### config.mk
export PLATFORM = sky130hd
export DESIGN_NAME = mult_operand_sel
export DESIGN_NICKNAME = d
export VERILOG_FILES = /design/src/hw/cpu_cfg_pkg.sv /design/src/hw/mult_isa_pkg.sv /design/src/hw/mult_operand_sel.sv
export SDC_FILE = /design/constraint.sdc
export NUM_CORES = 1
export LEC_CHECK = 0
export ABC_AREA = 1
export BUFFER_PORTS_ARGS = -buffer_cell sky130_fd_sc_hd__buf_4
export CORE_AREA = 2 2 111 113
export DETAILED_ROUTE_END_ITERATION = 7
export DIE_AREA = 0 0 113 115
export GPL_ROUTABILITY_DRIVEN = 0
export SETUP_SLACK_MARGIN = 0.4
export SLEW_MARGIN = 15
export SYNTH_ARGS = -nofsm -noshare
export SYNTH_HDL_FRONTEND = slang
export SYNTH_SLANG_ARGS = --single-unit
### constraint.sdc
create_clock -name vclk -period 1.1
set_clock_uncertainty 0.05 [all_clocks]
set_input_delay 0.055 -clock vclk [all_inputs]
set_output_delay 0.055 -clock vclk [all_outputs]
set_load 0.01 [all_outputs]
### src/hw/cpu_cfg_pkg.sv
/* cpu configuration package.
   datapath widths and tag constants used by the multiply unit. */
package cpu_cfg_pkg;

	// integer datapath width.
	localparam int XLEN = 64;

	// rob index width, ports carry one extra wrap bit.
	localparam int ROB_IDX_W = 5;

	localparam int PRF_IDX_W = 6; // physical register tag.

	localparam int BR_MASK_W = 4; // one bit per outstanding branch.

	// hard-wired zero register, also marks an empty slot.
	localparam logic [PRF_IDX_W-1:0] ZERO_REG = '1;

endpackage

### src/hw/mult_isa_pkg.sv
/* multiply ISA package.
   opcode encoding and instruction field positions for integer multiply. */
package mult_isa_pkg;

	// longword keeps 32 bits and sign-extends, quadword keeps 64.
	typedef enum logic {
		op_mull = 1'b0,
		op_mulq = 1'b1
	} mult_op_e;

	// literal form of the second operand.
	localparam int LIT_FLAG_BIT = 12;
	localparam int LIT_LSB = 13;
	localparam int LIT_MSB = 20;

	// function field of an operate-format instruction.
	localparam int FUNC_LSB = 5;
	localparam int FUNC_MSB = 11;

	localparam logic [FUNC_MSB-FUNC_LSB:0] FUNC_MULL = 7'h00; // anything else is mulq.

endpackage

### src/hw/mult_operand_sel.sv
/* multiply operand select.
   decodes the opcode and picks register or literal as the multiplier. */
`timescale 1ns/1ps

module mult_operand_sel (
	input  logic [cpu_cfg_pkg::XLEN-1:0] opa_i,
	input  logic [cpu_cfg_pkg::XLEN-1:0] opb_i,
	input  logic [31:0]                  inst_i,
	output logic [cpu_cfg_pkg::XLEN-1:0] mcand_o,
	output logic [cpu_cfg_pkg::XLEN-1:0] mplier_o,
	output mult_isa_pkg::mult_op_e       op_o
);

	import cpu_cfg_pkg::*;
	import mult_isa_pkg::*;

	localparam int LIT_W = LIT_MSB - LIT_LSB + 1;
	localparam int FUNC_W = FUNC_MSB - FUNC_LSB + 1;

	logic [LIT_W-1:0]  lit;
	logic [XLEN-1:0]   lit_ext;
	logic [FUNC_W-1:0] func;
	logic              use_lit;

	assign lit = inst_i[LIT_MSB:LIT_LSB];
	assign func = inst_i[FUNC_MSB:FUNC_LSB];
	assign use_lit = inst_i[LIT_FLAG_BIT];

	// literal is unsigned.
	assign lit_ext = {{(XLEN-LIT_W){1'b0}}, lit};

	assign mcand_o = opa_i;
	assign mplier_o = use_lit ? lit_ext : opb_i;

	// only one function code selects the longword form.
	always_comb begin
		if (func == FUNC_MULL) begin
			op_o = op_mull;
		end else begin
			op_o = op_mulq;
		end
	end

endmodule

==> impl_results.md <==
* Clock buffers at 0
* FP Rows at 40
* Num ports at 289
* Starting Density at 0.101
* Startpoint type of the worst setup path: input port
* Syn nets at 380
* Min cycle time layout at 0.713 ns
* Core Area at 11800 um^2
* Top-count cell post-synth: inv_1
* Post-synthesis cell count at 220
* Worst path bufs/invs at 3
* Netlist cell types at 9
* Finished Cell Area at 2060 um^2
* Critical path endpoint category: output pin
* Post-DP Area at 1930 um^2
* Worst Path Max Fanout at 14
* Final Hold Viols at 0
* Via density at 3.09
* Slowest cell on crit path: buf_16
* Sequential cell area fraction in the yosys report at 0
* Critical path, cell by cell: buf_12 > buf_16 > o21ai_2 > buf_4
* Initial antenna violation count at 0
* Area Overhead vs Synth at 73.3%
* Worst Path Required at 1.00 ns
* Seq. cell area at 0 um^2
* Cell depth of the worst min-delay path at 0
* Levels on crit path at 4
* Relative slew margins at 0.918
* Yosys top cell by area: buf_4
* Max Clk Rate at 1.40 GHz
* Measured slew at the worst slew-check pin at 0.123 ns
* Chip Width at 113 um
* HP Class: input port to output pin
* Nets at 462
* Routed WL at 4.10 mm
* RSZ-0062 raised after global routing: yes
* Final sequential cell count at 0
* Gr usage total at 0.0544
* Largest delay share family, worst path: buffers and inverters
* Height of the die at 115 um
* Port Buffers at 145
* Global-route wire length before repair at 5.75 mm
* Worst IR Drop VDD at 95.7 uV
* Postcts setup bufs at 0
* Remaining antenna violation count at 0
* P_leak at 1.31 nW
* Most instantiated cells after synthesis: 70 x inv_1, 64 x buf_4, 58 x nor2_1
* Initial DRC Count at 25
* Pwr/cell area at 357 nW/um^2
* Final Max Slew Viols at 0
* WP data arrival at 0.61 ns
* Hpwl dp at 3.49 mm
* DRC Markers at 16
* DIE AREA at 13000 um^2
* Synthesized cell area at 1190 um^2
* Synth top area share at 0.404
* N_diodes at 0
* Failing checks: design-rule violations
* Final TNS setup at 0 ns
* CP max stage delay at 0.16 ns
* Final setup viols at 0
* DR vias at 1382
* Drt first pass iters at 6
* Largest net degree at the start of global routing at 26
* Post-route setup slack at 0.387 ns
* Synthesized area per cell at 5.41 um^2
* Vias in the first global route at 1217
* Yosys warning count at 0
* DR WL/cell at 9.17 um
* Post-place setup slack at 0.276 ns
* Run status: complete, but fails checks
* Final period util at 0.648
* Layout cells sized above 1 at 0.600
* Kind of critical path: input port to output pin
* Global route overflow at 0
* MaxCap Viol Count at 0
* Synth area leaders: buf_4 40%, inv_1 22%, nor2_1 18%
-- power breakdown --
group	leakage [nW]	switching, W	internal, W
Clock	0	0	0
Combinational	1.31	0.000292	0.000444
Sequential	0	0	0
-- logic make-up after synthesis --
logic type | Yosys count | share of synthesized area
buffers and inverters | 142 | 0.718
and+or+nand+nor | 70 | 0.223
AOI/OAI and AO/OA | 8 | 0.0589
-- through the flow --
stage	hold slack [ns]	total power [W]	util	cells
final	0.0600	0.000736	0.175	447
after detailed placement	0.0601	0.000686	0.164	445
after global placement	0.0601	0.000683	0.164	445
after CTS	0.0601	0.000728	0.171	447
after floorplan	0.143	0.000508	-	220
after global routing	0.0600	0.000801	0.175	447
-- final cells by class --
cell class	count	area, um^2
fill	1376	9750
timing repair buffer	152	1230
multi-input combinational	78	385
inverter	70	263
tap	147	184
-- layer usage --
metal,track usage,part of all wire
met2,0.0866,0.46
met1,0.0490,0.29
met4,0.0472,0.063
met5,0,0
met3,0.0332,0.19
-- placed cells by master (no fill, tap or decap) --
| master | count |
|---|---|
| inv_2 | 1 |
| inv_1 | 69 |
| nor2_4 | 1 |
| buf_12 | 3 |
| o21ai_2 | 8 |
| buf_16 | 2 |
| nand2_2 | 5 |
| nand2_1 | 7 |
| buf_4 | 144 |
| nor2_2 | 13 |
| nor2_1 | 44 |
| buf_6 | 3 |
-- worst paths after layout --
path | startpoint | to | slack [ns]
setup / recovery | inst_i[12] | mplier_o[3] | 0.39
hold / removal | opa_i[21] | mcand_o[21] | 0.06
-- timing repair --
item / in CTS / in global routing
setup endpoints to repair: 57 / 52
gates cloned: 2 / 0
resized for setup: 10 / 18
hold buffers: 0 / 0
pin swaps: 1 / 3
Power figures use the tool's default switching activity.
