`src/hw/cpu_cfg_pkg.sv`:
```
/* cpu configuration package.
   datapath widths and tag constants used by the multiply unit. */
package cpu_cfg_pkg;

	// integer datapath width.
	localparam int XLEN = 64;

	// rob index width, ports carry one extra wrap bit.
	localparam int ROB_IDX_W = 5;

	localparam int PRF_IDX_W = 6; // physical register tag.

	localparam int BR_MASK_W = 4; // one bit per outstanding branch.

	// hard-wired zero register, also marks an empty slot.
	localparam logic [PRF_IDX_W-1:0] ZERO_REG = '1;

endpackage

```
`src/hw/mult_isa_pkg.sv`:
```
/* multiply ISA package.
   opcode encoding and instruction field positions for integer multiply. */
package mult_isa_pkg;

	// longword keeps 32 bits and sign-extends, quadword keeps 64.
	typedef enum logic {
		op_mull = 1'b0,
		op_mulq = 1'b1
	} mult_op_e;

	// literal form of the second operand.
	localparam int LIT_FLAG_BIT = 12;
	localparam int LIT_LSB = 13;
	localparam int LIT_MSB = 20;

	// function field of an operate-format instruction.
	localparam int FUNC_LSB = 5;
	localparam int FUNC_MSB = 11;

	localparam logic [FUNC_MSB-FUNC_LSB:0] FUNC_MULL = 7'h00; // anything else is mulq.

endpackage

```
`src/hw/mult_writeback.sv`:
```
/* multiply writeback register.
   holds the final product, sign-extending longword results. */
`timescale 1ns/1ps

module mult_writeback (
	input  logic                         clk,
	input  logic                         rst,
	input  logic                         load_i,
	input  mult_isa_pkg::mult_op_e       op_i,
	input  logic [cpu_cfg_pkg::XLEN-1:0] product_i,
	output logic [cpu_cfg_pkg::XLEN-1:0] product_o
);

	import cpu_cfg_pkg::*;
	import mult_isa_pkg::*;

	localparam int WORD_W = 32; // longword width.

	logic [XLEN-1:0] result;

	always_comb begin
		result = product_i;
		if (op_i == op_mull) begin
			result[XLEN-1:WORD_W] = {(XLEN-WORD_W){product_i[WORD_W-1]}}; // sign-extend.
		end
	end

	always_ff @(posedge clk) begin
		if (rst) begin
			product_o <= '0;
		end else if (load_i) begin
			product_o <= result;
		end
	end

endmodule

```
`config.mk`:
```
export PLATFORM = sky130hd
export DESIGN_NAME = mult_writeback
export DESIGN_NICKNAME = d
export VERILOG_FILES = /design/src/hw/cpu_cfg_pkg.sv /design/src/hw/mult_isa_pkg.sv /design/src/hw/mult_writeback.sv
export SDC_FILE = /design/constraint.sdc
export NUM_CORES = 1
export LEC_CHECK = 0
export BUFFER_PORTS_ARGS = -buffer_cell sky130_fd_sc_hd__buf_4
export CAP_MARGIN = 20
export CORE_MARGIN = 2
export CORE_UTILIZATION = 41
export CTS_CLUSTER_SIZE = 10
export DETAILED_ROUTE_END_ITERATION = 8
export GPL_ROUTABILITY_DRIVEN = 0
export HOLD_SLACK_MARGIN = 0.03
export PLACE_DENSITY_LB_ADDON = 0.25
export SYNTH_ARGS = -nofsm -noshare
export SYNTH_HDL_FRONTEND = slang
export SYNTH_SLANG_ARGS = --single-unit
```
`constraint.sdc`:
```
create_clock -name clk -period 0.8 [get_ports clk]
set_clock_uncertainty 0.1 [all_clocks]
set_input_delay 0.04 -clock clk [delete_from_list [all_inputs] [get_ports clk]]
set_output_delay 0.04 -clock clk [all_outputs]
set_load 0.05 [all_outputs]
```
==> impl_metrics.ini <==
[final_layout]
area.sequential_sq_um = 1500
antennaDiodeCount = 0
largest_register_ffs = 64
fillerInstances = 293
final_cell_mix = 68 x buf_4, 63 x buf_8, 57 x dfxtp_4
reg_top3 = product_o: 64 flops
regMostFlops = product_o
final_area_sq_um = 5440
multi_input_area_sq_um = 1300
final_common_cell = buf_4
synthToLayoutAreaGrowth_pct = 107
drive_gt1_share_pct = 71.6
nets = 506

[timing]
tightest_slew_ps = 315
rsz0062_at_grt = true
final_hold_viol_count = 32
fin_crit_ps = 986
fmax_ghz = 1.01
slew_headroom_pct = 79.0
hold_ws_ps = -93.8
tns_ps = -12190
finalMaxSlewViolations = 0
finalSetupViolCount = 98
fin_ws_ps = -186
period_share_pct = 123

[floorplanning]
fp.dieArea_sq_um = 7080
die_width_um = 84.2
core_sq_um = 6280
initial_core_util_pct = 42.0
rows = 29
ioPinCount = 132
die_y_um = 84.2

[placed_design]
port_buffers = 131
dpl.hpwl_um = 4530
placed_cell_area_sq_um = 4030

[clock_network]
numCtsBuffers = 9
cts_max_path_buffers = 2
tritoncts = done
root_buffer = clkbuf_8
clock_latency_ps = 330
htreeDepth = 3
holdBufCountCts = 32
clock-sinks = 64
path_clk_slew_ps = 70

[drt]
postRouteAntennaNets = 0
drtIter0Drc = 67
wl_met1_um = 3060
met2_length_um = 5000
wl_um = 8670
wl_per_cell_um = 16.7
vias = 2550
dr.pass1.iters = 4
maxUsedRoutingLayer = met4
remaining_drc_errors = 0
met3_length_um = 393
vias_per_cell = 4.90

[logic_synthesis]
netlist_instances = 250
syn_nets = 318
yosys_warnings = 0
avgSynthCellArea_sq_um = 10.5
ys_seq_area_share_pct = 48.6
ys_seq_elements = 64
synthesis.area_sq_um = 2630
synth.distinct_cells = 11

[critical_path]
worstPathCellList = buf_8
crit_fanout = 2
crit_cells = 1
rr_worst_depth = 3
path_delay_family = flip-flops
crit_buf_inv = 1
critical_path.max_stage_delay_ps = 360
cp_data_required_time_ps = 660
arrival_ps = 850
worst_path_max_delay_cell = dfxtp_2
cp-end-kind = output pin
crit_type = reg -> out
worstSetupStartpointType = flop

[status]
outcome = finished with violations
violations = hold timing, setup timing

[min_path]
holdCritPathClass = in -> reg
hold_depth = 3

[global_routing]
antenna_found_initial = 0
grt_usage_pct = 24.1
grt_pass1_vias = 2744
overflow = 0
grt_max_degree = 33
grt_pass1_wl_um = 13400

[power_and_ir_drop]
p_leak_nw = 2.46
vdd_drop_max_uv = 1460
power.density_nw_per_um2 = 1720

[run]
maxCapViolCount = 0
[cells in the mapped netlist, drive strengths merged]
cell	number	area (sq um)
dfxtp	64	1280
nor2	64	240
a311oi	32	480
mux2i	32	320
nand2	32	120
buf	22	166
clkbuf	3	11.3
nand2b	1	13.8
[per-stage QoR]
stage | utilization, % | setup WS, ps | power [mW] | hold slack (ps) | std cells
finish | 86.6 | -186 | 9.37 | -93.8 | 520
global route | 86.6 | -209 | 9.70 | -102 | 520
CTS | 84.0 | -191 | 9.24 | -110 | 523
detailed placement | 64.2 | -176 | 5.68 | 180 | 444
global placement | 64.2 | -108 | 5.64 | 170 | 444
floorplan | - | -52.1 | 4.96 | 85.9 | 250
[what timing repair did]
item / 4_1_cts / 5_1_grt
pin swaps: 0 / 14
buffers inserted: 31 / 2
gates resized for setup: 129 / 55
hold endpoints to repair: 64 / 35
setup endpoints to repair: 65 / 116
[logic make-up (layout without fill, tap and decap cells)]
kind of cell           Yosys count  in the layout  synth area share, %
buffers and inverters           25            218                 6.75
muxes                           32             32                 12.2
DFF                             64             64                 48.6
and+or+nand+nor                 97             97                 14.2
AOI/OAI and AO/OA               32             32                 18.2
[worst paths after layout]
check | start | end | slack (ps)
worst max-delay path | product_o[28] | product_o[28] | -190
worst min-delay path | product_i[39] | product_o[39] | -90
worst min register to register | product_o[31] | product_o[31] | 410
worst max register to register | product_o[35] | product_o[35] | -110
[power by group]
part / total (mW) / internal [mW] / switching (mW)
logic: 2.85 / 1.43 / 1.43
registers: 3.57 / 3.35 / 0.219
clock network: 2.94 / 1.75 / 1.20
total: 9.37 / 6.53 / 2.85
[layout make-up]
class                      instances  share of cell area, %
multi-input combinational        161                   23.9
sequential                        64                   27.7
tap                               77                   1.77
clock inverter                     4                   1.27
clock buffer                      12                   2.48
timing repair buffer             202                   43.0
[per-layer routing]
layer / global-route usage (%) / vias to the layer above
met5: 0 / -
met3: 5.80 / 15
met2: 46.3 / 78
met1: 24.3 / 1219
li1: - / 1238
met4: 10.7 / 0
No activity file was read; power rests on OpenSTA's default activity.
