--- src/hw/cpu_cfg_pkg.sv ---
/* cpu configuration package.
   datapath widths and tag constants used by the multiply unit. */
package cpu_cfg_pkg;

	// integer datapath width.
	localparam int XLEN = 64;

	// rob index width, ports carry one extra wrap bit.
	localparam int ROB_IDX_W = 5;

	localparam int PRF_IDX_W = 6; // physical register tag.

	localparam int BR_MASK_W = 4; // one bit per outstanding branch.

	// hard-wired zero register, also marks an empty slot.
	localparam logic [PRF_IDX_W-1:0] ZERO_REG = '1;

endpackage

--- src/hw/mult_stage.sv ---
/* multiplier pipeline stage.
   adds one slice of partial product and shifts the operands for the next slice. */
`timescale 1ns/1ps

module mult_stage #(
	parameter int BITS_PER_STAGE = 16
) (
	input  logic                         clk,
	input  logic                         rst,
	input  logic                         advance_i,
	input  logic [cpu_cfg_pkg::XLEN-1:0] product_i,
	input  logic [cpu_cfg_pkg::XLEN-1:0] mplier_i,
	input  logic [cpu_cfg_pkg::XLEN-1:0] mcand_i,
	output logic [cpu_cfg_pkg::XLEN-1:0] product_o,
	output logic [cpu_cfg_pkg::XLEN-1:0] mplier_o,
	output logic [cpu_cfg_pkg::XLEN-1:0] mcand_o
);

	import cpu_cfg_pkg::*;

	logic [XLEN-1:0] partial_prod;
	logic [XLEN-1:0] next_mplier;
	logic [XLEN-1:0] next_mcand;
	logic [XLEN-1:0] prod_in_q;
	logic [XLEN-1:0] partial_q;

	// low slice of the multiplier times the full multiplicand, truncated.
	assign partial_prod = mplier_i[BITS_PER_STAGE-1:0] * mcand_i;

	assign next_mplier = mplier_i >> BITS_PER_STAGE; // consumed bits drop out.
	assign next_mcand = mcand_i << BITS_PER_STAGE;   // keeps the slice weight aligned.

	always_ff @(posedge clk) begin
		if (rst) begin
			prod_in_q <= '0;
			partial_q <= '0;
			mplier_o <= '0;
			mcand_o <= '0;
		end else if (advance_i) begin
			prod_in_q <= product_i;
			partial_q <= partial_prod;
			mplier_o <= next_mplier;
			mcand_o <= next_mcand;
		end
	end

	// the add sits after the register, so the multiply and add split across cycles.
	assign product_o = prod_in_q + partial_q;

endmodule

--- config.mk ---
export PLATFORM = sky130hd
export DESIGN_NAME = mult_stage
export DESIGN_NICKNAME = d
export VERILOG_FILES = /design/src/hw/cpu_cfg_pkg.sv /design/src/hw/mult_stage.sv
export SDC_FILE = /design/constraint.sdc
export NUM_CORES = 2
export LEC_CHECK = 0
export BUFFER_PORTS_ARGS = -buffer_cell sky130_fd_sc_hd__buf_2
export CAP_MARGIN = 20
export CORE_UTILIZATION = 57
export CTS_BUF_LIST = sky130_fd_sc_hd__clkbuf_4 sky130_fd_sc_hd__clkbuf_8
export DETAILED_ROUTE_END_ITERATION = 12
export PLACE_DENSITY_LB_ADDON = 0.2
export SLEW_MARGIN = 20
export SYNTH_ARGS = -nofsm -noshare
export SYNTH_HDL_FRONTEND = slang
export SYNTH_SLANG_ARGS = --single-unit
--- constraint.sdc ---
create_clock -name clk -period 9.75 [get_ports clk]
set_input_delay 0.975 -clock clk [delete_from_list [all_inputs] [get_ports clk]]
set_output_delay 0.975 -clock clk [all_outputs]
set_load 0.03 [all_outputs]
==> impl_metrics.ini <==
[final_layout]
drive_gt1_share_pct = 10.7
syn2layout_area_growth_pct = 8.10
multi_input_area_sq_mm = 0.0298
fillers = 5870
seqCellArea_sq_mm = 0.00448
fin_nets = 5704

[sta]
fmaxAchievable_mhz = 133
setup_viol_count_final = 0
rsz0062_at_grt = no
relSlewSlack_pct = 19.8
fin_crit_sh_pct = 77.1
tightest_slew_ps = 1200
min_period_ps = 7510
finClkSkew_ps = 0
hold_violations = 0
drv_slew = 0
setup_tns_ps = 0

[detailed_routing]
vias_per_cell = 5.55
drt-initial-drc-count = 2037
drc = 0
antenna_left = 0
wl_um = 104000
post_drt_wl_per_cell_um = 18.9
dr.pass1.iters = 8
num_vias = 30510

[worst_setup_path]
crit_path_frequent_cell = fa_1
cpLargestDelayFamily = adder cells
reg2reg_depth = 3
critical_path_class = input pin to flop
end_kind = flop
cp.arrival_ps = 7990
critical_path_required_ps = 10230
worst-path-stages = 22
cp-start-kind = input pin
path_cells = buf_2 > nand2_1 > fa_1 > fa_1 > fa_1 > inv_1 > fa_1 > fa_1 > inv_1 > fa_1 > inv_1 > ha_1 > a211oi_1 > o21bai_1 > a21o_1 > a311oi_1 > a21boi_4 > o31ai_1 > a311o_1 > a41oi_2 > xor2_1 > o21ai_1
crit_fanout = 47
crit_slowest_cell = buf_2
path_buf_inv = 4
crit_path_max_incr_delay_ps = 840

[run_status]
outcome = finished, final reports clean

[clocking]
cts-resized-gates = 0
clkTransAtPathRegs_ps = 70
cts_tree = built
cts_sinks = 224
clockBufferDepth = 3
hold_buffers = 0
cts_setup_buffers = 0
insertion_delay_ps = 620
cts_buffers = 45
htreeDepth = 2
clock-root-buffer = clkbuf_8

[global_route]
grt_pass1_vias = 31816
antenna_found_initial = 2
grt_max_degree = 85
grt_first_pass_wirelength_um = 167000
grt_overflow = 0
grtUsageTotal_pct = 31.2

[floorplan]
core_region_area_sq_mm = 0.0662
fp.dieH_um = 261
io_pins = 387
dieArea_sq_mm = 0.0684
die_w_um = 261
rows = 94
start_util_pct = 58.0

[yosys]
ys_seq_elements = 224
syn-mean-instance-area_sq_um = 8.70
synthTopCellsByArea = fa_1, dfxtp_1, inv_1
async_flop_share_pct = 0
syn_area_sq_mm = 0.0384
ys_seq_area_share_pct = 11.7
yosys.cell_types.count = 89
synth_edf_count = 0
synthesis.instances = 4412
yosys_warnings = 0
yosysMostFrequentCell = inv_1
synthTopCellsByCount = inv_1, fa_1, nand2_1
synth_top_area_cell = fa_1
synth-main-ff-cell = dfxtp_1
synth_top_area_share_pct = 39.3

[placed_design]
port_buffers = 354
dp_hpwl_um = 79900
gp_congestion = 0.940

[min_path]
worstHoldPathType = flop to flop
hold_depth = 2

[flow_run]
drv_cap = 0
==> per-layer routing <==
metal  global-route usage (%)  vias up  part of all wire [%]
met2                     55.0     1114                    51
met4                     14.6        0                   4.7
met1                     37.9    15391                    38
met3                     4.04      298                   6.1
li1                         -    13707                     -
met5                        0        -                     0
==> cell type report <==
cell class	instances	area share, %
Inverter	815	7.37
Timing Repair Buffer	378	4.76
Sequential cell	224	10.8
Tap cell	864	2.61
Multi-Input combinational cell	3132	71.8
Antenna cell	2	0.0121
Clock inverter	17	0.558
Clock buffer	64	2.05
==> worst register-to-register path, cell delays in order, from the launching register on <==
cell     delay [ps]
dfxtp_1         330
a32o_1          210
a21oi_1         120
nand3_1          90
==> logic make-up after synthesis <==
kind of cell | share of synthesized area, %
multiplexers | 5.06
AO/OA/AOI/OAI | 8.52
AND/OR/NAND/NOR | 16.1
adder cells (fa/ha/maj) | 44.5
flip-flops | 11.7
buffers and inverters | 11.0
other | 0.00977
XOR/XNOR | 3.15
==> per-stage QoR <==
stage	util [%]	instances	instance area (sq um)	worst slack [ps]	hold slack, ps
5_1_grt	62.7	5496	41500	1960	491
3_3_place_gp	61.0	5413	40400	1730	451
2_1_floorplan	-	4443	38500	2590	429
6_report	62.7	5496	41500	2240	476
3_5_place_dp	61.0	5413	40400	1730	464
4_1_cts	62.6	5494	41500	2310	458
==> sequential cells by signal, summed over array words and instances (netlist names) <==
signal     count
mplier_o      48
partial_q     64
prod_in_q     64
mcand_o       48
==> path summary, 6_finish.rpt <==
| kind | end | from | slack [ps] |
|---|---|---|---|
| worst max-delay path | partial_q[48] | mplier_i[2] | 2240 |
| worst min-delay path | partial_q[55] | partial_q[55] | 480 |
| worst max register to register | partial_q[61] | partial_q[61] | 8870 |
| worst min register to register | partial_q[55] | partial_q[55] | 480 |
==> cell usage in the layout (no fill, tap or decap), types with 5 or more instances in the layout <==
cell type / n
a21o_1: 84
a21oi_1: 125
buf_4: 26
o2111ai_1: 5
nand4_1: 20
bufinv_16: 5
xnor2_1: 90
inv_1: 814
or3_1: 6
clkbuf_4: 5
mux2i_1: 194
nand3_1: 27
fa_1: 753
o31ai_1: 8
o21a_1: 16
o21ai_0: 62
a31oi_1: 19
nand2_1: 732
dfxtp_1: 224
clkbuf_8: 59
clkinv_2: 6
nor2b_1: 11
a211oi_1: 20
xor2_1: 48
nor3_1: 11
and3_1: 16
o21ai_1: 22
buf_2: 350
ha_1: 160
o211ai_1: 9
conb_1: 32
o21bai_1: 24
and2_1: 273
nand2b_1: 11
nor2_1: 262
Power is not shown: default switching activity piles up to over one toggle a cycle in this logic, so the estimate is an artifact.
