$ cat config.mk
export PLATFORM = sky130hd
export DESIGN_NAME = mult_ctrl
export DESIGN_NICKNAME = d
export VERILOG_FILES = /design/src/hw/cpu_cfg_pkg.sv /design/src/hw/mult_isa_pkg.sv /design/src/hw/mult_ctrl.sv
export SDC_FILE = /design/constraint.sdc
export NUM_CORES = 1
export LEC_CHECK = 0
export ABC_AREA = 1
export BUFFER_PORTS_ARGS = -buffer_cell sky130_fd_sc_hd__buf_4
export CAP_MARGIN = 5
export CORE_MARGIN = 2
export CORE_UTILIZATION = 50
export CTS_BUF_LIST = sky130_fd_sc_hd__clkbuf_2 sky130_fd_sc_hd__clkbuf_4 sky130_fd_sc_hd__clkbuf_8
export CTS_CLUSTER_DIAMETER = 80
export DETAILED_ROUTE_END_ITERATION = 10
export PLACE_DENSITY_LB_ADDON = 0.05
export SKIP_LAST_GASP = 1
export SLEW_MARGIN = 40
export SYNTH_ARGS = -nofsm -noshare
export SYNTH_HDL_FRONTEND = slang
export SYNTH_SLANG_ARGS = --single-unit
$ cat constraint.sdc
create_clock -name clk -period 3.2 [get_ports clk]
set_clock_uncertainty 0.15 [all_clocks]
set_input_delay 0.32 -clock clk [delete_from_list [all_inputs] [get_ports clk]]
set_output_delay 0.32 -clock clk [all_outputs]
set_load 0.02 [all_outputs]
$ cat src/hw/cpu_cfg_pkg.sv
/* cpu configuration package.
   datapath widths and tag constants used by the multiply unit. */
package cpu_cfg_pkg;

	// integer datapath width.
	localparam int XLEN = 64;

	// rob index width, ports carry one extra wrap bit.
	localparam int ROB_IDX_W = 5;

	localparam int PRF_IDX_W = 6; // physical register tag.

	localparam int BR_MASK_W = 4; // one bit per outstanding branch.

	// hard-wired zero register, also marks an empty slot.
	localparam logic [PRF_IDX_W-1:0] ZERO_REG = '1;

endpackage

$ cat src/hw/mult_isa_pkg.sv
/* multiply ISA package.
   opcode encoding and instruction field positions for integer multiply. */
package mult_isa_pkg;

	// longword keeps 32 bits and sign-extends, quadword keeps 64.
	typedef enum logic {
		op_mull = 1'b0,
		op_mulq = 1'b1
	} mult_op_e;

	// literal form of the second operand.
	localparam int LIT_FLAG_BIT = 12;
	localparam int LIT_LSB = 13;
	localparam int LIT_MSB = 20;

	// function field of an operate-format instruction.
	localparam int FUNC_LSB = 5;
	localparam int FUNC_MSB = 11;

	localparam logic [FUNC_MSB-FUNC_LSB:0] FUNC_MULL = 7'h00; // anything else is mulq.

endpackage

$ cat src/hw/mult_ctrl.sv
/* multiply pipeline controller.
   tracks valid, opcode, rob index, tag and branch mask per slot, with stall and squash. */
`timescale 1ns/1ps

module mult_ctrl #(
	parameter int NUM_STAGES = 4
) (
	input  logic                              clk,
	input  logic                              rst,
	input  logic                              start_i,
	input  mult_isa_pkg::mult_op_e            op_i,
	input  logic [cpu_cfg_pkg::ROB_IDX_W:0]   rob_idx_i,
	input  logic [cpu_cfg_pkg::PRF_IDX_W-1:0] dest_tag_i,
	input  logic [cpu_cfg_pkg::BR_MASK_W-1:0] br_mask_i,
	input  logic                              rob_br_recovery_i,
	input  logic                              rob_br_pred_correct_i,
	input  logic [cpu_cfg_pkg::BR_MASK_W-1:0] rob_br_tag_fix_i,
	input  logic                              stall_i,
	output logic                              advance_o,
	output logic                              wb_load_o,
	output mult_isa_pkg::mult_op_e            wb_op_o,
	output logic                              done_pre_o,
	output logic                              done_o,
	output logic [cpu_cfg_pkg::ROB_IDX_W:0]   rob_idx_o,
	output logic [cpu_cfg_pkg::PRF_IDX_W-1:0] dest_tag_o,
	output logic [cpu_cfg_pkg::BR_MASK_W-1:0] br_mask_o
);

	import cpu_cfg_pkg::*;
	import mult_isa_pkg::*;

	// one slot per stage plus the writeback slot at the end.
	localparam int NUM_SLOTS = NUM_STAGES + 1;

	logic                 advance;
	logic [BR_MASK_W-1:0] keep_bits;
	logic [NUM_SLOTS-1:0] squash;

	logic [NUM_SLOTS-1:0] valid_q;
	logic [NUM_SLOTS-1:0] valid_d;
	logic [ROB_IDX_W:0]   rob_idx_q [NUM_SLOTS];
	logic [ROB_IDX_W:0]   rob_idx_d [NUM_SLOTS];
	logic [PRF_IDX_W-1:0] tag_q [NUM_SLOTS];
	logic [PRF_IDX_W-1:0] tag_d [NUM_SLOTS];
	logic [BR_MASK_W-1:0] mask_q [NUM_SLOTS];
	logic [BR_MASK_W-1:0] mask_d [NUM_SLOTS];

	// the writeback slot needs no opcode, sign extension happens on its way in.
	mult_op_e op_q [NUM_STAGES];
	mult_op_e op_d [NUM_STAGES];

	assign advance = ~stall_i & ~rob_br_recovery_i;

	// a resolved branch drops out of every mask that moves this cycle.
	assign keep_bits = rob_br_pred_correct_i ? ~rob_br_tag_fix_i : '1;

	always_comb begin
		for (int j = 0; j < NUM_SLOTS; j++) begin
			squash[j] = rob_br_recovery_i && ((mask_q[j] & rob_br_tag_fix_i) != '0);
		end
	end

	// each slot takes from the one before it, slot 0 from the issue port.
	always_comb begin
		valid_d[0] = start_i;
		rob_idx_d[0] = rob_idx_i;
		tag_d[0] = dest_tag_i;
		mask_d[0] = br_mask_i & keep_bits;
		op_d[0] = op_i;
		for (int j = 1; j < NUM_SLOTS; j++) begin
			valid_d[j] = valid_q[j-1];
			rob_idx_d[j] = rob_idx_q[j-1];
			tag_d[j] = tag_q[j-1];
			mask_d[j] = mask_q[j-1] & keep_bits;
		end
		for (int j = 1; j < NUM_STAGES; j++) begin
			op_d[j] = op_q[j-1];
		end
	end

	always_ff @(posedge clk) begin
		for (int j = 0; j < NUM_SLOTS; j++) begin
			if (rst || squash[j]) begin
				valid_q[j] <= 1'b0;
				rob_idx_q[j] <= '0;
				tag_q[j] <= ZERO_REG;
				mask_q[j] <= '0;
			end else if (advance) begin
				valid_q[j] <= valid_d[j];
				rob_idx_q[j] <= rob_idx_d[j];
				tag_q[j] <= tag_d[j];
				mask_q[j] <= mask_d[j];
			end
		end
		for (int j = 0; j < NUM_STAGES; j++) begin
			if (rst) begin
				op_q[j] <= op_mulq;
			end else if (advance) begin
				op_q[j] <= op_d[j];
			end
		end
	end

	assign advance_o = advance;
	assign wb_load_o = advance; // writeback register moves with the slots.
	assign wb_op_o = op_q[NUM_STAGES-1];

	assign done_pre_o = valid_q[NUM_STAGES-1]; // last stage, one cycle early.
	assign done_o = valid_q[NUM_STAGES];
	assign rob_idx_o = rob_idx_q[NUM_STAGES];
	assign dest_tag_o = tag_q[NUM_STAGES];
	assign br_mask_o = mask_q[NUM_STAGES];

endmodule

==> results.tsv, run 1 <==
metric	value	unit
CTS tree	yes	
Routed WL	5400	µm
area delta synth->final	18.0	%
core footprint	6870	µm²
clk_lat worst skew	0.35	ns
H-tree depth	3	
die height	88.9	µm
largest net degree at the start of global routing	57	
clk slew on worst S/H paths	0.09	ns
status	complete, no violations	
Min Clock Period, post-route	1.79	ns
Seq cells post-synth	89	
setup bufs post-CTS	0	
Final setup viols	0	
post-cts resize count	0	
Slew Viols, Final	0	
drt first pass iters	5	
Ports	48	
Routed wire per std cell	11.4	µm
Layout fillers	560	
most frequent cells in the layout	edfxtp_1 (83), nor2_1 (67), nand2_1 (64)	
power per cell area	541	nW/µm²
antenna cells	0	
CTS Buffer Depth	2	
Hold/Removal Path Class	primary input to register	
Synth Area per Inst	11.4	µm²
leakage	1.64	nW
DIE WIDTH	88.9	µm
final setup margin	1.41	ns
Worst slew margin	59.3	%
gp weighted congestion	0.808	
gr usage total	15.1	%
worst path required time	3.10	ns
Final TNS setup	0	ns
Max-cap violations	0	
clk sinks	89	
share of cells above drive strength 1	21.8	%
TritonCTS Buffers	9	
first-pass GRT wire length	8850	µm
CP Launch Type	register	
RSZ-0062 raised after global routing	false	
crit share post-route	55.8	%
worst slew pin tran	0.607	ns
maximum vdd drop	301	µV
DRC viols	0	
antenna violations before repair	0	
Fin. Hold Viols	0	
GRT Residual Overflow	0	
synthesized area	3610	µm²
Syn Inst Count	317	
WP data arrival	1.69	ns
Hold-fix buffers, CTS	0	
Via-to-Cell Ratio	4.44	
Synth warnings	0	
critical path capture point type	register	
DRT iter0 DRCs	124	
Vias	2097	
Starting Density	52.5	%
CP Class	register to register	
DP HPWL	3650	µm
Final ANT Viol Nets	0	
sequential share of the synthesized area	72.4	%
FMAX	560	MHz
post-place setup slack	1.04	ns
Die Area	7910	µm²
crit-path max FO	10	
library cells used by synthesis	17	
Synth Net Count	344	
# rows	30	
Final #Nets	398	
commonest non-fill, non-tap cell in the layout	edfxtp_1	
vias in the first global route	1907	
Root Driver	clkbuf_8	
Port Buf Inserts	47	
-- cells in the mapped netlist --
library cell / count / area share (%)
nand2_2: 1 / 0.17
nor2_4: 1 / 0.31
buf_2: 5 / 0.69
o21ai_0: 5 / 0.69
nand2_1: 64 / 6.7
or2_1: 20 / 3.5
edfxtp_1: 83 / 69
clkbuf_1: 1 / 0.10
buf_4: 1 / 0.21
or2_2: 12 / 2.1
buf_6: 3 / 0.94
inv_1: 40 / 4.2
nor2_1: 67 / 7.0
a21oi_1: 1 / 0.14
nand3_1: 6 / 0.83
clkinv_1: 1 / 0.10
dfxtp_1: 6 / 3.3
-- worst paths after layout --
check / from / end / slack [ns] / cells after the start
min reg2reg: op_q[2] / op_q[2] / 0.31 / 2
min: dest_tag_i[2] / tag_q[0][2] / 0.07 / 2
max reg2reg: mask_q[3][1] / rob_idx_q[3][2] / 1.41 / 5
max: mask_q[3][1] / rob_idx_q[3][2] / 1.41 / 5
-- cell type report --
cell class / count / area [µm²] / area share, %
Timing Repair Buffer: 53 / 398 / 9.35
Multi-Input combinational cell: 177 / 774 / 18.2
Inverter: 41 / 154 / 3.62
Clock inverter: 6 / 66.3 / 1.56
Sequential cell: 89 / 2610 / 61.4
Clock buffer: 10 / 131 / 3.09
Tap cell: 96 / 120 / 2.82
-- flip-flops by register name, indices dropped and copies added (netlist names) --
name,cells
valid_q,5
rob_idx_q,30
tag_q,30
mask_q,20
op_q,4
-- where the power goes --
group | switching, mW | total, mW | internal [mW]
clock network | 0.384 | 0.755 | 0.371
registers | 0.0197 | 1.36 | 1.34
logic | 0.121 | 0.191 | 0.0701
-- through the flow --
stage | hold WS [ns] | std cells | power (mW) | utilization, % | cell area (µm²)
global route | 0.0586 | 472 | 2.40 | 62.0 | 4260
global placement | 0.295 | 456 | 1.57 | 59.0 | 4050
finish | 0.0708 | 472 | 2.30 | 62.0 | 4260
floorplan | 0.280 | 317 | 1.49 | - | 3610
detailed placement | 0.295 | 456 | 1.58 | 59.0 | 4050
CTS | 0.0595 | 472 | 2.32 | 61.9 | 4250
-- layer usage --
| metal | global-route usage, % | part of all wire (%) |
|---|---|---|
| met4 | 7.02 | 1.4 |
| met5 | 0 | 0 |
| met2 | 22.5 | 47 |
| met3 | 3.51 | 4.8 |
| met1 | 21.3 | 47 |
-- cells by family (layout without fill, tap and decap cells) --
kind of cell,after synthesis,after routing,share of synthesized area [%]
compound gates,6,6,0.833
simple gates,171,171,20.5
buf+inv,51,110,6.21
flops,89,89,72.4
-- worst max-delay path, stage by stage, from the launching register on --
cell and delay [ns]:
edfxtp_1 0.36, nand2_1 0.06, nand2_1 0.07, nor2_1 0.06
o21ai_1 0.49, buf_4 0.30
Note: power is estimated with default switching activity, not from simulation.
==> inputs of run 2 (changes only) <==
- clock period: 3.2 -> 1.6 ns (I/O delays scaled with it)
==> results.tsv, run 2 (synthesis gave the netlist of run 1 again) <==
metric	value	unit	change
status	finished with violations		was complete, no violations
failing checks	hold timing		
multi-input logic area	826	µm²	was 774 µm²
Via-to-Cell Ratio	4.52		was 4.44
Hold-fix buffers, CTS	19		was 0
CP peak stage delay	0.58	ns	was 0.49 ns
DIE WIDTH	88.9	µm	unchanged
Crit path depth	5		unchanged
Reg area	2610	µm²	unchanged
worst path required time	1.56	ns	was 3.10 ns
Final Power	4.74	mW	was 2.30 mW
critical path's top delay family	buffers and inverters		was compound AO/OA/AOI/OAI gates
critical path capture point type	register		unchanged
clk sinks	89		unchanged
placed insts	465		was 456
final hold slack	-0.0306	ns	was 0.0708 ns
share of cells above drive strength 1	25.9	%	was 21.8%
biggest regs	rob_idx_q x30, tag_q x30, mask_q x20		unchanged
antenna cells	0		unchanged
gp weighted congestion	0.826		was 0.808
Hold EP	op_q[3]		was tag_q[0][2]
WP data arrival	1.54	ns	was 1.69 ns
Final ANT Viol Nets	0		unchanged
maximum vdd drop	559	µV	was 301 µV
H-tree depth	3		unchanged
Max-cap violations	0		unchanged
Routed WL	6210	µm	was 5400 µm
Final #Nets	435		was 398
crit-path max FO	7		was 10
Finished Layout Cells	509		was 472
leakage	1.88	nW	was 1.64 nW
DRC viols	0		unchanged
Final setup viols	0		unchanged
hold path depth	3		was 2
CP Class	primary input to register		was register to register
Port Buf Inserts	47		unchanged
Layout fillers	495		was 560
clk_lat worst skew	0.36	ns	was 0.35 ns
Ports	48		unchanged
CP max-delay cell	dlygate4sd3_1		was o21ai_1
drt first pass iters	4		was 5
clk slew on worst S/H paths	0.09	ns	about the same
Routed wire per std cell	12.2	µm	was 11.4 µm
most frequent cells in the layout	edfxtp_1 (83), nor2_1 (66), nand2_1 (64)		was edfxtp_1 (83), nor2_1 (67), nand2_1 (64)
FF-to-FF path depth	5		unchanged
Hold/Removal Path Class	primary input to register		unchanged
crit share post-route	98.7	%	
die height	88.9	µm	unchanged
Root Driver	clkbuf_8		unchanged
Min Clock Period, post-route	1.58	ns	
hold path startpoint	rob_br_recovery_i		was dest_tag_i[2]
vias in the first global route	2017		was 1907
Worst R2R Setup Slack	0.13	ns	was 1.41 ns
CTS tree	yes		unchanged
GRT Residual Overflow	0		unchanged
DP HPWL	3700	µm	was 3650 µm
area delta synth->final	32.7	%	was 18.0%
largest net degree at the start of global routing	54		was 57
worst slew pin tran	0.409	ns	was 0.607 ns
DRT iter0 DRCs	147		was 124
antenna violations before repair	0		unchanged
Vias	2300		was 2097
Worst slew margin	72.6	%	was 59.3%
TritonCTS Buffers	9		unchanged
cell area after layout	4780	µm²	was 4260 µm²
FMAX	633	MHz	
R2R Path End	rob_idx_q[0][2]		was rob_idx_q[3][2]
# rows	30		unchanged
reg2reg start	mask_q[0][1]		was mask_q[3][1]
CP Launch Type	primary input		was register
commonest non-fill, non-tap cell in the layout	edfxtp_1		unchanged
Crit path buffers/inverters	2		was 1
power per cell area	991	nW/µm²	was 541 nW/µm²
final setup margin	0.0206	ns	was 1.41 ns
post-place setup slack	0.155	ns	was 1.04 ns
cells along the critical path	dlygate4sd3_1 > nor2_4 > nand2_4 > buf_12 > or2_2		was nand2_1 > nand2_1 > nor2_1 > o21ai_1 > buf_4
Fin. Hold Viols	1		was 0
Die Area	7910	µm²	unchanged
Starting Density	52.5	%	unchanged
gr usage total	16.0	%	was 15.1%
core footprint	6870	µm²	unchanged
dpl cell area	4170	µm²	was 4050 µm²
CTS Buffer Depth	2		unchanged
RSZ-0062 raised after global routing	false		unchanged
Slew Viols, Final	0		unchanged
first-pass GRT wire length	9260	µm	was 8850 µm
==> run 2: cell count changes in the layout (fill, tap and decap cells not counted), moves of 3 or more <==
cell and change:
o21ai_4 +4, buf_12 +3, buf_6 +10, dlygate4sd3_1 +19
clkbuf_16 +4, o21ai_1 -5
==> run 2: through the flow <==
step	util, %	TNS, ns	hold slack [ns]
6_report	69.7	0	-0.0306
5_1_grt	69.7	0	-0.0383
4_1_cts	66.4	0	-0.0539
3_5_place_dp	60.8	0	0.270
3_3_place_gp	60.8	0	0.268
2_1_floorplan	-	-8.34	0.186
==> run 2: timing repair <==
item / CTS / global route
resized for setup: 0 / 25
buffers inserted: 0 / 3
hold endpoints to repair: 19 / 1
setup endpoints to repair: 0 / 50
==> run 2: worst max path at each step <==
stage	startpoint	endpoint	slack [ns]
after floorplan	mask_q[1][1]	mask_q[1][0]	-0.17
final	stall_i	tag_q[1][4]	0.02
after global placement	rob_br_recovery_i	tag_q[1][4]	0.16
after CTS	stall_i	rob_idx_q[1][4]	0.01
after detailed placement	rob_br_recovery_i	tag_q[2][3]	0.15
after global routing	stall_i	tag_q[3][2]	0.004
==> run 2: routing by layer <==
metal,GRT usage (%),wire length [µm]
met1,22.0,2830
met2,24.2,2980
met3,4.16,302
met4,7.71,91
met5,0,0
==> run 2: tightest hold or removal path, delay by kind of cell <==
| family | cells | cell delay, ns |
|---|---|---|
| buffers and inverters | 1 | 0.10 |
| and+or+nand+nor | 2 | 0.11 |
==> run 2: final cells by class <==
| type | count | share of cell area, % |
|---|---|---|
| flip-flops and latches | 89 | 54.6 |
| repair buffers | 90 | 18.3 |
| multi-input cells | 177 | 17.3 |
| inverters | 41 | 3.22 |
| clock buffers | 9 | 2.59 |
| well taps | 96 | 2.51 |
| clock inverters | 7 | 1.52 |
==> run 2: report_power, final <==
group / internal [mW] / leakage (nW) / switching [mW] / total [mW]
logic: 0.254 / 0.944 / 0.289 / 0.543
registers: 2.67 / 0.842 / 0.0402 / 2.71
clock network: 0.612 / 0.0970 / 0.874 / 1.49
total: 3.54 / 1.88 / 1.20 / 4.74
